==> src/hw/smArithPkg.sv <==
`default_nettype none

package smArithPkg;

	localparam int dataWidth = 16;
	localparam int magWidth = 15;
	localparam int signBit = 15;
	localparam int mulSteps = 15; // one step per multiplier bit.

	typedef enum logic [1:0] {
		opAdd,
		opSub,
		opMul
	} opcode_t;

	typedef enum logic [1:0] {
		sIdle,
		sSet,
		sAdd,
		sFin
	} addState_t;

	typedef enum logic [1:0] {
		mIdle,
		mLoad,
		mStep,
		mFin
	} mulState_t;

	typedef enum logic [1:0] {
		cIdle,
		cRun,
		cDone
	} ctrlState_t;

endpackage

`default_nettype wire

==> src/hw/rippleAdder.sv <==
`default_nettype none

module rippleAdder (
	input wire [smArithPkg::magWidth-1:0] in1,
	input wire [smArithPkg::magWidth-1:0] in2,
	input wire sub,
	output wire [smArithPkg::magWidth-1:0] sum,
	output wire cOut
);

	logic [smArithPkg::magWidth-1:0] addend;
	logic [smArithPkg::magWidth:0] carry;

	// ones complement of in2 plus a carry-in gives in1 - in2.
	assign addend = in2 ^ {smArithPkg::magWidth{sub}};
	assign carry[0] = sub;

	genvar i;
	generate
		for (i = 0; i < smArithPkg::magWidth; i = i + 1) begin : gStage
			assign sum[i] = in1[i] ^ addend[i] ^ carry[i];
			assign carry[i + 1] = (in1[i] & addend[i])
				| (addend[i] & carry[i])
				| (carry[i] & in1[i]);
		end
	endgenerate

	assign cOut = carry[smArithPkg::magWidth]; // no borrow when subtracting.

endmodule

`default_nettype wire

==> src/hw/smAddSub.sv <==
`default_nettype none

module smAddSub (
	input wire clk,
	input wire nRST,
	input wire start,
	input wire sub,
	input wire [smArithPkg::dataWidth-1:0] operand1,
	input wire [smArithPkg::dataWidth-1:0] operand2,
	output logic [smArithPkg::dataWidth-1:0] sum,
	output logic overflow,
	output logic finish
);

	smArithPkg::addState_t state;
	smArithPkg::addState_t nextState;

	logic [smArithPkg::magWidth-1:0] n1;
	logic [smArithPkg::magWidth-1:0] n2;
	logic diffSign;
	logic sameSign;
	logic sign2;

	logic [smArithPkg::magWidth-1:0] adderOut;
	logic adderCOut;
	logic [smArithPkg::magWidth-1:0] comp;

	assign sign2 = operand2[smArithPkg::signBit] ^ sub; // subtract flips the sign.

	rippleAdder mainAdder (
		.in1(n1),
		.in2(n2),
		.sub(diffSign),
		.sum(adderOut),
		.cOut(adderCOut)
	);

	// negates the main result when the subtraction borrows.
	rippleAdder complementer (
		.in1('0),
		.in2(adderOut),
		.sub(1'b1),
		.sum(comp),
		.cOut()
	);

	always_ff @(posedge clk, negedge nRST) begin
		if (!nRST) begin
			state <= smArithPkg::sIdle;
			finish <= 1'b0;
		end else begin
			state <= nextState;
			finish <= (state == smArithPkg::sFin) && start; // held until start falls.
		end
	end

	always_comb begin
		nextState = state;
		case (state)
			smArithPkg::sIdle: begin
				if (start) begin
					nextState = smArithPkg::sSet;
				end
			end
			smArithPkg::sSet: begin
				nextState = smArithPkg::sAdd;
			end
			smArithPkg::sAdd: begin
				nextState = smArithPkg::sFin;
			end
			smArithPkg::sFin: begin
				if (!start) begin
					nextState = smArithPkg::sIdle;
				end
			end
			default: begin
				nextState = smArithPkg::sIdle;
			end
		endcase
	end

	always_ff @(posedge clk) begin
		case (state)
			smArithPkg::sSet: begin
				sameSign <= operand1[smArithPkg::signBit];
				if (operand1[smArithPkg::signBit] ^ sign2) begin
					diffSign <= 1'b1;
					// positive magnitude minus negative magnitude.
					if (operand1[smArithPkg::signBit]) begin
						n1 <= operand2[smArithPkg::magWidth-1:0];
						n2 <= operand1[smArithPkg::magWidth-1:0];
					end else begin
						n1 <= operand1[smArithPkg::magWidth-1:0];
						n2 <= operand2[smArithPkg::magWidth-1:0];
					end
				end else begin
					diffSign <= 1'b0;
					n1 <= operand1[smArithPkg::magWidth-1:0];
					n2 <= operand2[smArithPkg::magWidth-1:0];
				end
			end
			smArithPkg::sAdd: begin
				if (diffSign && !adderCOut) begin
					sum <= {1'b1, comp}; // negative magnitude was the larger one.
					overflow <= 1'b0;
				end else begin
					sum[smArithPkg::signBit] <= diffSign ? 1'b0 : sameSign;
					sum[smArithPkg::magWidth-1:0] <= adderOut;
					overflow <= !diffSign && adderCOut;
				end
			end
			default: begin
			end
		endcase
	end

endmodule

`default_nettype wire

==> src/hw/smArith.sv <==
`default_nettype none

module smArith (
	input wire clk,
	input wire nRST,
	input wire start,
	input wire smArithPkg::opcode_t op,
	input wire [smArithPkg::dataWidth-1:0] a,
	input wire [smArithPkg::dataWidth-1:0] b,
	output wire [smArithPkg::dataWidth-1:0] result,
	output wire overflow,
	output wire finish
);

	wire [smArithPkg::dataWidth-1:0] operand1;
	wire [smArithPkg::dataWidth-1:0] operand2;
	wire [smArithPkg::dataWidth-1:0] addSum;
	wire [smArithPkg::dataWidth-1:0] mulProduct;
	wire sub;
	wire addStart;
	wire mulStart;
	wire addOverflow;
	wire mulOverflow;
	wire addFinish;
	wire mulFinish;

	smArithCtrl ctrl (
		.clk(clk),
		.nRST(nRST),
		.start(start),
		.op(op),
		.a(a),
		.b(b),
		.operand1(operand1),
		.operand2(operand2),
		.sub(sub),
		.addStart(addStart),
		.mulStart(mulStart),
		.addSum(addSum),
		.mulProduct(mulProduct),
		.addOverflow(addOverflow),
		.mulOverflow(mulOverflow),
		.addFinish(addFinish),
		.mulFinish(mulFinish),
		.result(result),
		.overflow(overflow),
		.finish(finish)
	);

	smAddSub addSubUnit (
		.clk(clk),
		.nRST(nRST),
		.start(addStart),
		.sub(sub),
		.operand1(operand1),
		.operand2(operand2),
		.sum(addSum),
		.overflow(addOverflow),
		.finish(addFinish)
	);

	smMultiply mulUnit (
		.clk(clk),
		.nRST(nRST),
		.start(mulStart),
		.operand1(operand1),
		.operand2(operand2),
		.product(mulProduct),
		.overflow(mulOverflow),
		.finish(mulFinish)
	);

endmodule

`default_nettype wire

==> src/hw/smArithCtrl.sv <==
`default_nettype none

module smArithCtrl (
	input wire clk,
	input wire nRST,
	input wire start,
	input wire smArithPkg::opcode_t op,
	input wire [smArithPkg::dataWidth-1:0] a,
	input wire [smArithPkg::dataWidth-1:0] b,
	output logic [smArithPkg::dataWidth-1:0] operand1,
	output logic [smArithPkg::dataWidth-1:0] operand2,
	output logic sub,
	output logic addStart,
	output logic mulStart,
	input wire [smArithPkg::dataWidth-1:0] addSum,
	input wire [smArithPkg::dataWidth-1:0] mulProduct,
	input wire addOverflow,
	input wire mulOverflow,
	input wire addFinish,
	input wire mulFinish,
	output logic [smArithPkg::dataWidth-1:0] result,
	output logic overflow,
	output logic finish
);

	smArithPkg::ctrlState_t state;
	smArithPkg::opcode_t opReg;

	logic [smArithPkg::dataWidth-1:0] unitResult;
	logic unitOverflow;
	logic unitFinish;

	assign sub = opReg == smArithPkg::opSub;

	always_comb begin
		if (opReg == smArithPkg::opMul) begin
			unitResult = mulProduct;
			unitOverflow = mulOverflow;
			unitFinish = mulFinish;
		end else begin
			unitResult = addSum;
			unitOverflow = addOverflow;
			unitFinish = addFinish;
		end
	end

	always_ff @(posedge clk) begin
		if (state == smArithPkg::cIdle && start) begin
			operand1 <= a; // held for the unit while it runs.
			operand2 <= b;
		end
	end

	always_ff @(posedge clk, negedge nRST) begin
		if (!nRST) begin
			state <= smArithPkg::cIdle;
			opReg <= smArithPkg::opAdd;
			addStart <= 1'b0;
			mulStart <= 1'b0;
			result <= '0;
			overflow <= 1'b0;
			finish <= 1'b0;
		end else begin
			case (state)
				smArithPkg::cIdle: begin
					if (start) begin
						opReg <= op;
						addStart <= op != smArithPkg::opMul;
						mulStart <= op == smArithPkg::opMul;
						state <= smArithPkg::cRun;
					end
				end
				smArithPkg::cRun: begin
					if (unitFinish) begin
						result <= unitResult;
						overflow <= unitOverflow;
						finish <= 1'b1;
						state <= smArithPkg::cDone;
					end
				end
				smArithPkg::cDone: begin
					if (!start) begin
						addStart <= 1'b0; // unit goes idle on the next edge.
						mulStart <= 1'b0;
						finish <= 1'b0;
						state <= smArithPkg::cIdle;
					end
				end
				default: begin
					state <= smArithPkg::cIdle;
				end
			endcase
		end
	end

endmodule

`default_nettype wire

==> src/hw/smMultiply.sv <==
`default_nettype none

module smMultiply (
	input wire clk,
	input wire nRST,
	input wire start,
	input wire [smArithPkg::dataWidth-1:0] operand1,
	input wire [smArithPkg::dataWidth-1:0] operand2,
	output logic [smArithPkg::dataWidth-1:0] product,
	output logic overflow,
	output logic finish
);

	smArithPkg::mulState_t state;
	smArithPkg::mulState_t nextState;

	logic [3:0] stepCount;
	logic lastStep;

	logic [smArithPkg::magWidth-1:0] mcand;
	logic [2*smArithPkg::magWidth-1:0] acc; // partial product over multiplier.
	logic sign;

	logic [smArithPkg::magWidth-1:0] partialSum;
	logic partialCOut;

	assign lastStep = stepCount == 4'(smArithPkg::mulSteps - 1);

	rippleAdder stepAdder (
		.in1(acc[2*smArithPkg::magWidth-1:smArithPkg::magWidth]),
		.in2(mcand),
		.sub(1'b0),
		.sum(partialSum),
		.cOut(partialCOut)
	);

	always_ff @(posedge clk, negedge nRST) begin
		if (!nRST) begin
			state <= smArithPkg::mIdle;
			stepCount <= '0;
			finish <= 1'b0;
		end else begin
			state <= nextState;
			finish <= (state == smArithPkg::mFin) && start;
			if (state == smArithPkg::mStep) begin
				stepCount <= stepCount + 4'd1;
			end else begin
				stepCount <= '0;
			end
		end
	end

	always_comb begin
		nextState = state;
		case (state)
			smArithPkg::mIdle: begin
				if (start) begin
					nextState = smArithPkg::mLoad;
				end
			end
			smArithPkg::mLoad: begin
				nextState = smArithPkg::mStep;
			end
			smArithPkg::mStep: begin
				if (lastStep) begin
					nextState = smArithPkg::mFin;
				end
			end
			smArithPkg::mFin: begin
				if (!start) begin
					nextState = smArithPkg::mIdle;
				end
			end
			default: begin
				nextState = smArithPkg::mIdle;
			end
		endcase
	end

	always_ff @(posedge clk) begin
		case (state)
			smArithPkg::mLoad: begin
				mcand <= operand1[smArithPkg::magWidth-1:0];
				acc <= {{smArithPkg::magWidth{1'b0}}, operand2[smArithPkg::magWidth-1:0]};
				sign <= operand1[smArithPkg::signBit] ^ operand2[smArithPkg::signBit];
			end
			smArithPkg::mStep: begin
				if (acc[0]) begin
					acc <= {partialCOut, partialSum, acc[smArithPkg::magWidth-1:1]};
				end else begin
					acc <= {1'b0, acc[2*smArithPkg::magWidth-1:1]};
				end
			end
			smArithPkg::mFin: begin
				// only the low 15 bits are kept, zero is always positive.
				product <= {sign & (|acc[smArithPkg::magWidth-1:0]),
					acc[smArithPkg::magWidth-1:0]};
				overflow <= |acc[2*smArithPkg::magWidth-1:smArithPkg::magWidth];
			end
			default: begin
			end
		endcase
	end

endmodule

`default_nettype wire

==> config.mk <==
export PLATFORM = sky130hd
export DESIGN_NAME = smArith
export DESIGN_NICKNAME = d
export VERILOG_FILES = /design/src/hw/smArithPkg.sv /design/src/hw/rippleAdder.sv /design/src/hw/smAddSub.sv /design/src/hw/smArith.sv /design/src/hw/smArithCtrl.sv /design/src/hw/smMultiply.sv
export SDC_FILE = /design/constraint.sdc
export NUM_CORES = 1
export LEC_CHECK = 0
export BUFFER_PORTS_ARGS = -buffer_cell sky130_fd_sc_hd__buf_2
export CORE_UTILIZATION = 55
export CTS_BUF_LIST = sky130_fd_sc_hd__clkbuf_8 sky130_fd_sc_hd__clkbuf_16
export DETAILED_ROUTE_END_ITERATION = 12
export PLACE_DENSITY = 0.78
export SLEW_MARGIN = 20
export SYNTH_ARGS = -nofsm -noshare
export SYNTH_HDL_FRONTEND = slang
export SYNTH_HIERARCHICAL = 1
export SYNTH_SLANG_ARGS = --single-unit
==> constraint.sdc <==
create_clock -name clk -period 9.05 [get_ports clk]
set_input_delay 0 -clock clk [delete_from_list [all_inputs] [get_ports clk]]
set_output_delay 0 -clock clk [all_outputs]
set_load 0.01 [all_outputs]
==> results of run 1 <==
-- stage by stage --
step                setup slack [ns]  area (sq um)
floorplan                       1.65          9090
global placement                1.42          9440
detailed placement              1.17          9440
CTS                             1.22         10400
global route                   0.950         10400
finish                          1.24         10400
-- layer usage --
metal  wire length (um)  share of wire  track usage
met1               6650           0.44        0.256
met2               7710           0.51        0.331
met3                474          0.031       0.0484
met4                286          0.019       0.0773
met5                  0              0            0
-- final timing paths --
check | to | slack [ns] | depth (start not counted)
worst max-delay path | addSubUnit/sum[14] | 1.24 | 21
worst min-delay path | ctrl/result[6] | 0.18 | 2
worst max register to register | addSubUnit/sum[14] | 1.24 | 21
worst min register to register | ctrl/finish | 0.48 | 1
max in group asynchronous | ctrl/opReg[0] | 8.38 | 2
min in group clk | ctrl/operand2[0] | 0.26 | 2
-- Yosys cell counts, drive strengths merged, types with 4 or more instances --
library cell,n,area [sq um]
xor2,11,104
o21ai,4,20.0
buf,19,236
inv,88,330
nor4,6,43.8
xnor2,39,349
and2,4,25.0
fa,42,841
dfrtp,34,851
nand2,5,21.3
mux2i,17,170
mux2,99,1260
nor2b,19,126
ha,10,125
edfxtp,144,4320
-- flip-flops by register name, summed over array words and instances (netlist names), 2 cells and up --
signal / cells
mulUnit/acc: 30
addSubUnit/sum: 16
ctrl/operand1: 16
ctrl/operand2: 16
ctrl/result: 16
mulUnit/product: 16
addSubUnit/n1: 15
addSubUnit/n2: 15
mulUnit/mcand: 15
mulUnit/stepCount: 4
addSubUnit/state: 2
ctrl/opReg: 2
ctrl/state: 2
mulUnit/state: 2
-- cell families after synthesis --
kind of cell	Yosys count	share of synthesized area
AO/OA/AOI/OAI	15	0.0138
adder cells (fa/ha/maj)	52	0.107
other	3	0.00125
flip-flops	178	0.573
multiplexers	116	0.158
AND/OR/NAND/NOR	47	0.0328
XOR/XNOR	50	0.0501
buffers and inverters	110	0.0641
-- layout make-up --
class                   instances  area, sq um
multi-input cells             298         3340
clock buffers                  17          425
repair buffers                 96          676
flip-flops and latches        178         5170
fillers                      1137         5540
clock inverters                15          180
inverters                      88          330
well taps                     216          270
-- critical path: stages, from the launching register on --
cell,delay (ns)
edfxtp_1,0.58
xor2_1,0.29
fa_1,0.22
inv_1,0.06
fa_1,0.41
fa_1,0.44
fa_1,0.43
fa_1,0.43
fa_1,0.43
fa_1,0.42
fa_1,0.39
fa_1,0.39
fa_1,0.49
inv_1,0.06
xnor2_1,0.15
fa_1,0.43
fa_1,0.40
fa_1,0.40
fa_1,0.38
inv_1,0.08
fa_1,0.40
mux2_2,0.26
==> out/results.txt, run 1 <==
commonest non-fill, non-tap cell in the layout = edfxtp_1
Fin. Hold Viols = 0
final core occ = 0.652
FP Rows = 46
hold buffer count at cts = 36
initial antenna violation count = 0
outcome = finished clean
synthesized area = 9040 sq um
RSZ-0062 raised after global routing = false
DRC = 0
total grt overflow = 0
Total Neg Setup Slack = 0 ns
global-route wire length before repair = 24.4 mm
Post-synth ARST share = 0.191
non-filler cells, final = 908
post-CTS setup buffer count = 0
Yosys warning total = 6
# setup viols final = 0
final net count = 768
DRT iter0 DRCs = 246
post-CTS sizing = 0
Final Skew = 0.0110 ns
number of global-route vias before repair = 4808
worst r2r src = addSubUnit/diffSign
HP Class = in2async
Req. time, crit path = 9.23 ns
Yosys reg bits = 178
Synth cell types = 43
RD Place Congestion = 0.857
TritonCTS clock tree = yes
share of layout cells above drive strength 1 = 0.289
CP Capture Type = flop
DRT Pass-1 Iters = 4
Cells after DPL = 840
Initial Util = 0.567
critical path startpoint category = flop
Detailed Route WL = 15.1 mm
Core Footprint = 15900 sq um
die area = 16900 sq um
Port Buffers = 54
Synth Flop Type = edfxtp_1
Die Span X = 130 um
maximum fanout along the worst path = 10
worst skew pair latency = 0.43 ns
DPL Wire Length = 10.8 mm
Post-Syn Instances = 571
ANT nets after route = 0
Reg clk slew, reported paths = 0.07 ns
Clock Path Buffers = 2
largest net degree at the start of global routing = 35
min Tclk post-route = 7.81 ns
Post-synth EDFFs = 144
clk root buf = clkbuf_16
WHS = 0.180 ns
CTS buffer count = 17
most frequent cells in the layout = edfxtp_1, inv_1, mux2_2
Antenna diodes = 0
crit path DAT = 7.99 ns
Tcrit/Tclk final = 0.863
max_slew headroom = 0.305
WS Path Type = reg2reg
Syn Area/Cell = 15.8 sq um
Fmax = 128 MHz
Layout area overhead = 15.1%
DR WL/cell = 16.7 um
critical path startpoint = addSubUnit/diffSign
# H-tree levels = 4
GRT Util Overall = 0.200
max-cap violations = 0
Vert. Die Dim = 130 um
Vias/cell = 5.02
sequential area share after synthesis = 0.573
Worst-Margin Slew = 1.04 ns
Final Max Tran Viols = 0
I/O pin total = 55
routed via count = 4557
clk sinks = 178
Power of run 1 is not shown: default switching activity piles up to over one toggle a cycle in this logic, so the estimate is an artifact.
==> inputs of run 2 (changes only) <==
- CELL_PAD_IN_SITES_DETAIL_PLACEMENT: unset -> 1
- CELL_PAD_IN_SITES_GLOBAL_PLACEMENT: unset -> 1
- CORE_UTILIZATION: 55 -> 52
- PLACE_DENSITY: 0.78 -> 0.85
==> out/results.txt, run 2 (same netlist as run 1, synthesis figures left out) <==
DRT iter0 DRCs = 253 (+2.8%)
Total Neg Setup Slack = 0 ns (unchanged)
Layout area overhead = 15.6%
# setup viols final = 0 (unchanged)
die area = 17900 sq um (+5.7%)
maximum fanout along the worst path = 10 (unchanged)
Antenna diodes = 0 (unchanged)
DPL Wire Length = 13.1 mm (+21%)
WS Path Type = reg2reg
final core occ = 0.623 (-0.0292)
Detailed Route WL = 19.6 mm (+29%)
share of layout cells above drive strength 1 = 0.289 (unchanged)
GRT met1 Usage = 0.288 (+0.0326)
most frequent cells in the layout = edfxtp_1, inv_1, mux2_2
DP Worst Slack = 1.08 ns (-0.0869 ns)
Core Footprint = 16800 sq um (+5.1%)
RD Place Congestion = 0.786 (-8.2%)
crit path DAT = 8.21 ns (+0.22 ns)
Clock Path Buffers = 2 (unchanged)
Initial Util = 0.539 (-0.0276)
initial antenna violation count = 0 (unchanged)
Reg clk slew, reported paths = 0.07 ns (about the same)
Vias/cell = 5.20 (+3.7%)
GR Layer Usage met2 = 0.416 (+0.0846)
Largest register FFs = 30 (unchanged)
Die Span X = 134 um (+2.8%)
routed via count = 4745 (+4.1%)
Vert. Die Dim = 134 um (+2.8%)
RSZ-0062 raised after global routing = false
min Tclk post-route = 8.02 ns (+0.209 ns)
CP Capture Type = flop
Fin. Hold Viols = 0 (unchanged)
global-route wire length before repair = 30.9 mm (+27%)
grt peak-use layer = met2
TritonCTS clock tree = yes
HP Class = in2async
Final Skew = 0.0130 ns (+0.00194 ns)
largest net degree at the start of global routing = 35 (unchanged)
Req. time, crit path = 9.24 ns (about the same)
Biggest register = mulUnit/acc
ANT nets after route = 0 (unchanged)
Worst-Margin Slew = 1.10 ns (+0.0553 ns)
number of global-route vias before repair = 5444 (+13%)
max-cap violations = 0 (unchanged)
final worst slack = 1.03 ns (-0.209 ns)
outcome = finished clean
Final Max Tran Viols = 0 (unchanged)
met3 Usage GRT = 0.0472 (-0.00114)
Tcrit/Tclk final = 0.886 (+0.0231)
DRC = 0 (unchanged)
commonest non-fill, non-tap cell in the layout = edfxtp_1
GRT Util Overall = 0.240 (+0.0395)
# H-tree levels = 4 (unchanged)
CTS buffer count = 17 (unchanged)
worst skew pair latency = 0.44 ns (about the same)
clk sinks = 178 (unchanged)
critical path startpoint category = flop
critical path startpoint = addSubUnit/diffSign
FP Rows = 47 (+2.2%)
max_slew headroom = 0.269 (-0.0369)
DR WL/cell = 21.5 um (+29%)
Fmax = 125 MHz (-2.6%)
worst r2r src = addSubUnit/diffSign
clk root buf = clkbuf_16
final net count = 768 (unchanged)
post-CTS sizing = 0 (unchanged)
I/O pin total = 55 (unchanged)
DRT Pass-1 Iters = 4 (unchanged)
filler instances = 1526 (+34%)
Port Buffers = 54 (unchanged)
total grt overflow = 0 (unchanged)
-- run 2: changes by cell type in the layout (fill, tap and decap cells not counted) --
cell,previous run,this run
buf_4,6,5
nor3b_2,1,0
clkinv_1,1,0
inv_6,5,4
clkinv_4,2,4
buf_6,0,1
nor3b_4,0,1
bufinv_16,3,4
clkinv_2,2,0
inv_1,88,89
-- run 2: per-stage QoR --
| step | instances | cell area, sq um | hold WS (ns) |
|---|---|---|---|
| 2_1_floorplan | 586 | 9090 | -0.296 |
| 3_3_place_gp | 843 | 9440 | 0.102 |
| 3_5_place_dp | 843 | 9440 | 0.129 |
| 4_1_cts | 911 | 10400 | 0.198 |
| 5_1_grt | 912 | 10400 | 0.240 |
| 6_report | 912 | 10400 | 0.184 |
-- run 2: cell type report --
class	instances	area [sq um]	share of cell area
clock buffers	17	425	0.0407
clock inverters	15	209	0.0200
inverters	88	330	0.0316
multi-input cells	298	3350	0.321
flip-flops and latches	178	5170	0.495
well taps	220	275	0.0264
repair buffers	96	679	0.0650
-- run 2: path summary, 6_finish.rpt --
path,to,slack [ns],cells after the start
min in group clk,ctrl/operand1[2],0.26,2
max in group asynchronous,mulUnit/state[0],8.33,2
worst max-delay path,addSubUnit/sum[14],1.03,21
worst min register to register,ctrl/finish,0.47,1
worst min-delay path,ctrl/result[7],0.18,2
worst max register to register,addSubUnit/sum[14],1.03,21
-- run 2: worst max-delay path: stages (launching register included) --
cell      delay (ns)
edfxtp_1        0.65
xor2_1          0.28
fa_1            0.23
inv_1           0.06
fa_1            0.43
fa_1            0.45
fa_1            0.45
fa_1            0.46
fa_1            0.43
fa_1            0.44
fa_1            0.52
inv_1           0.07
xnor2_1         0.15
fa_1            0.42
fa_1            0.41
fa_1            0.40
fa_1            0.39
fa_1            0.39
fa_1            0.37
inv_1           0.08
fa_1            0.41
mux2_2          0.27
-- run 2: timing repair --
item | CTS | global route
endpoints found under the setup margin | 0 | 0
endpoints found under the hold margin | 71 | 0
setup buffers | 0 | 0
hold buffers | 36 | 0
-- run 2: routing by layer --
layer	wire (um)	vias to the layer above
met1	8120	2449
li1	-	2139
met2	10200	116
met3	588	41
met5	0	-
met4	669	0
Power of run 2 is left out for the same reason.
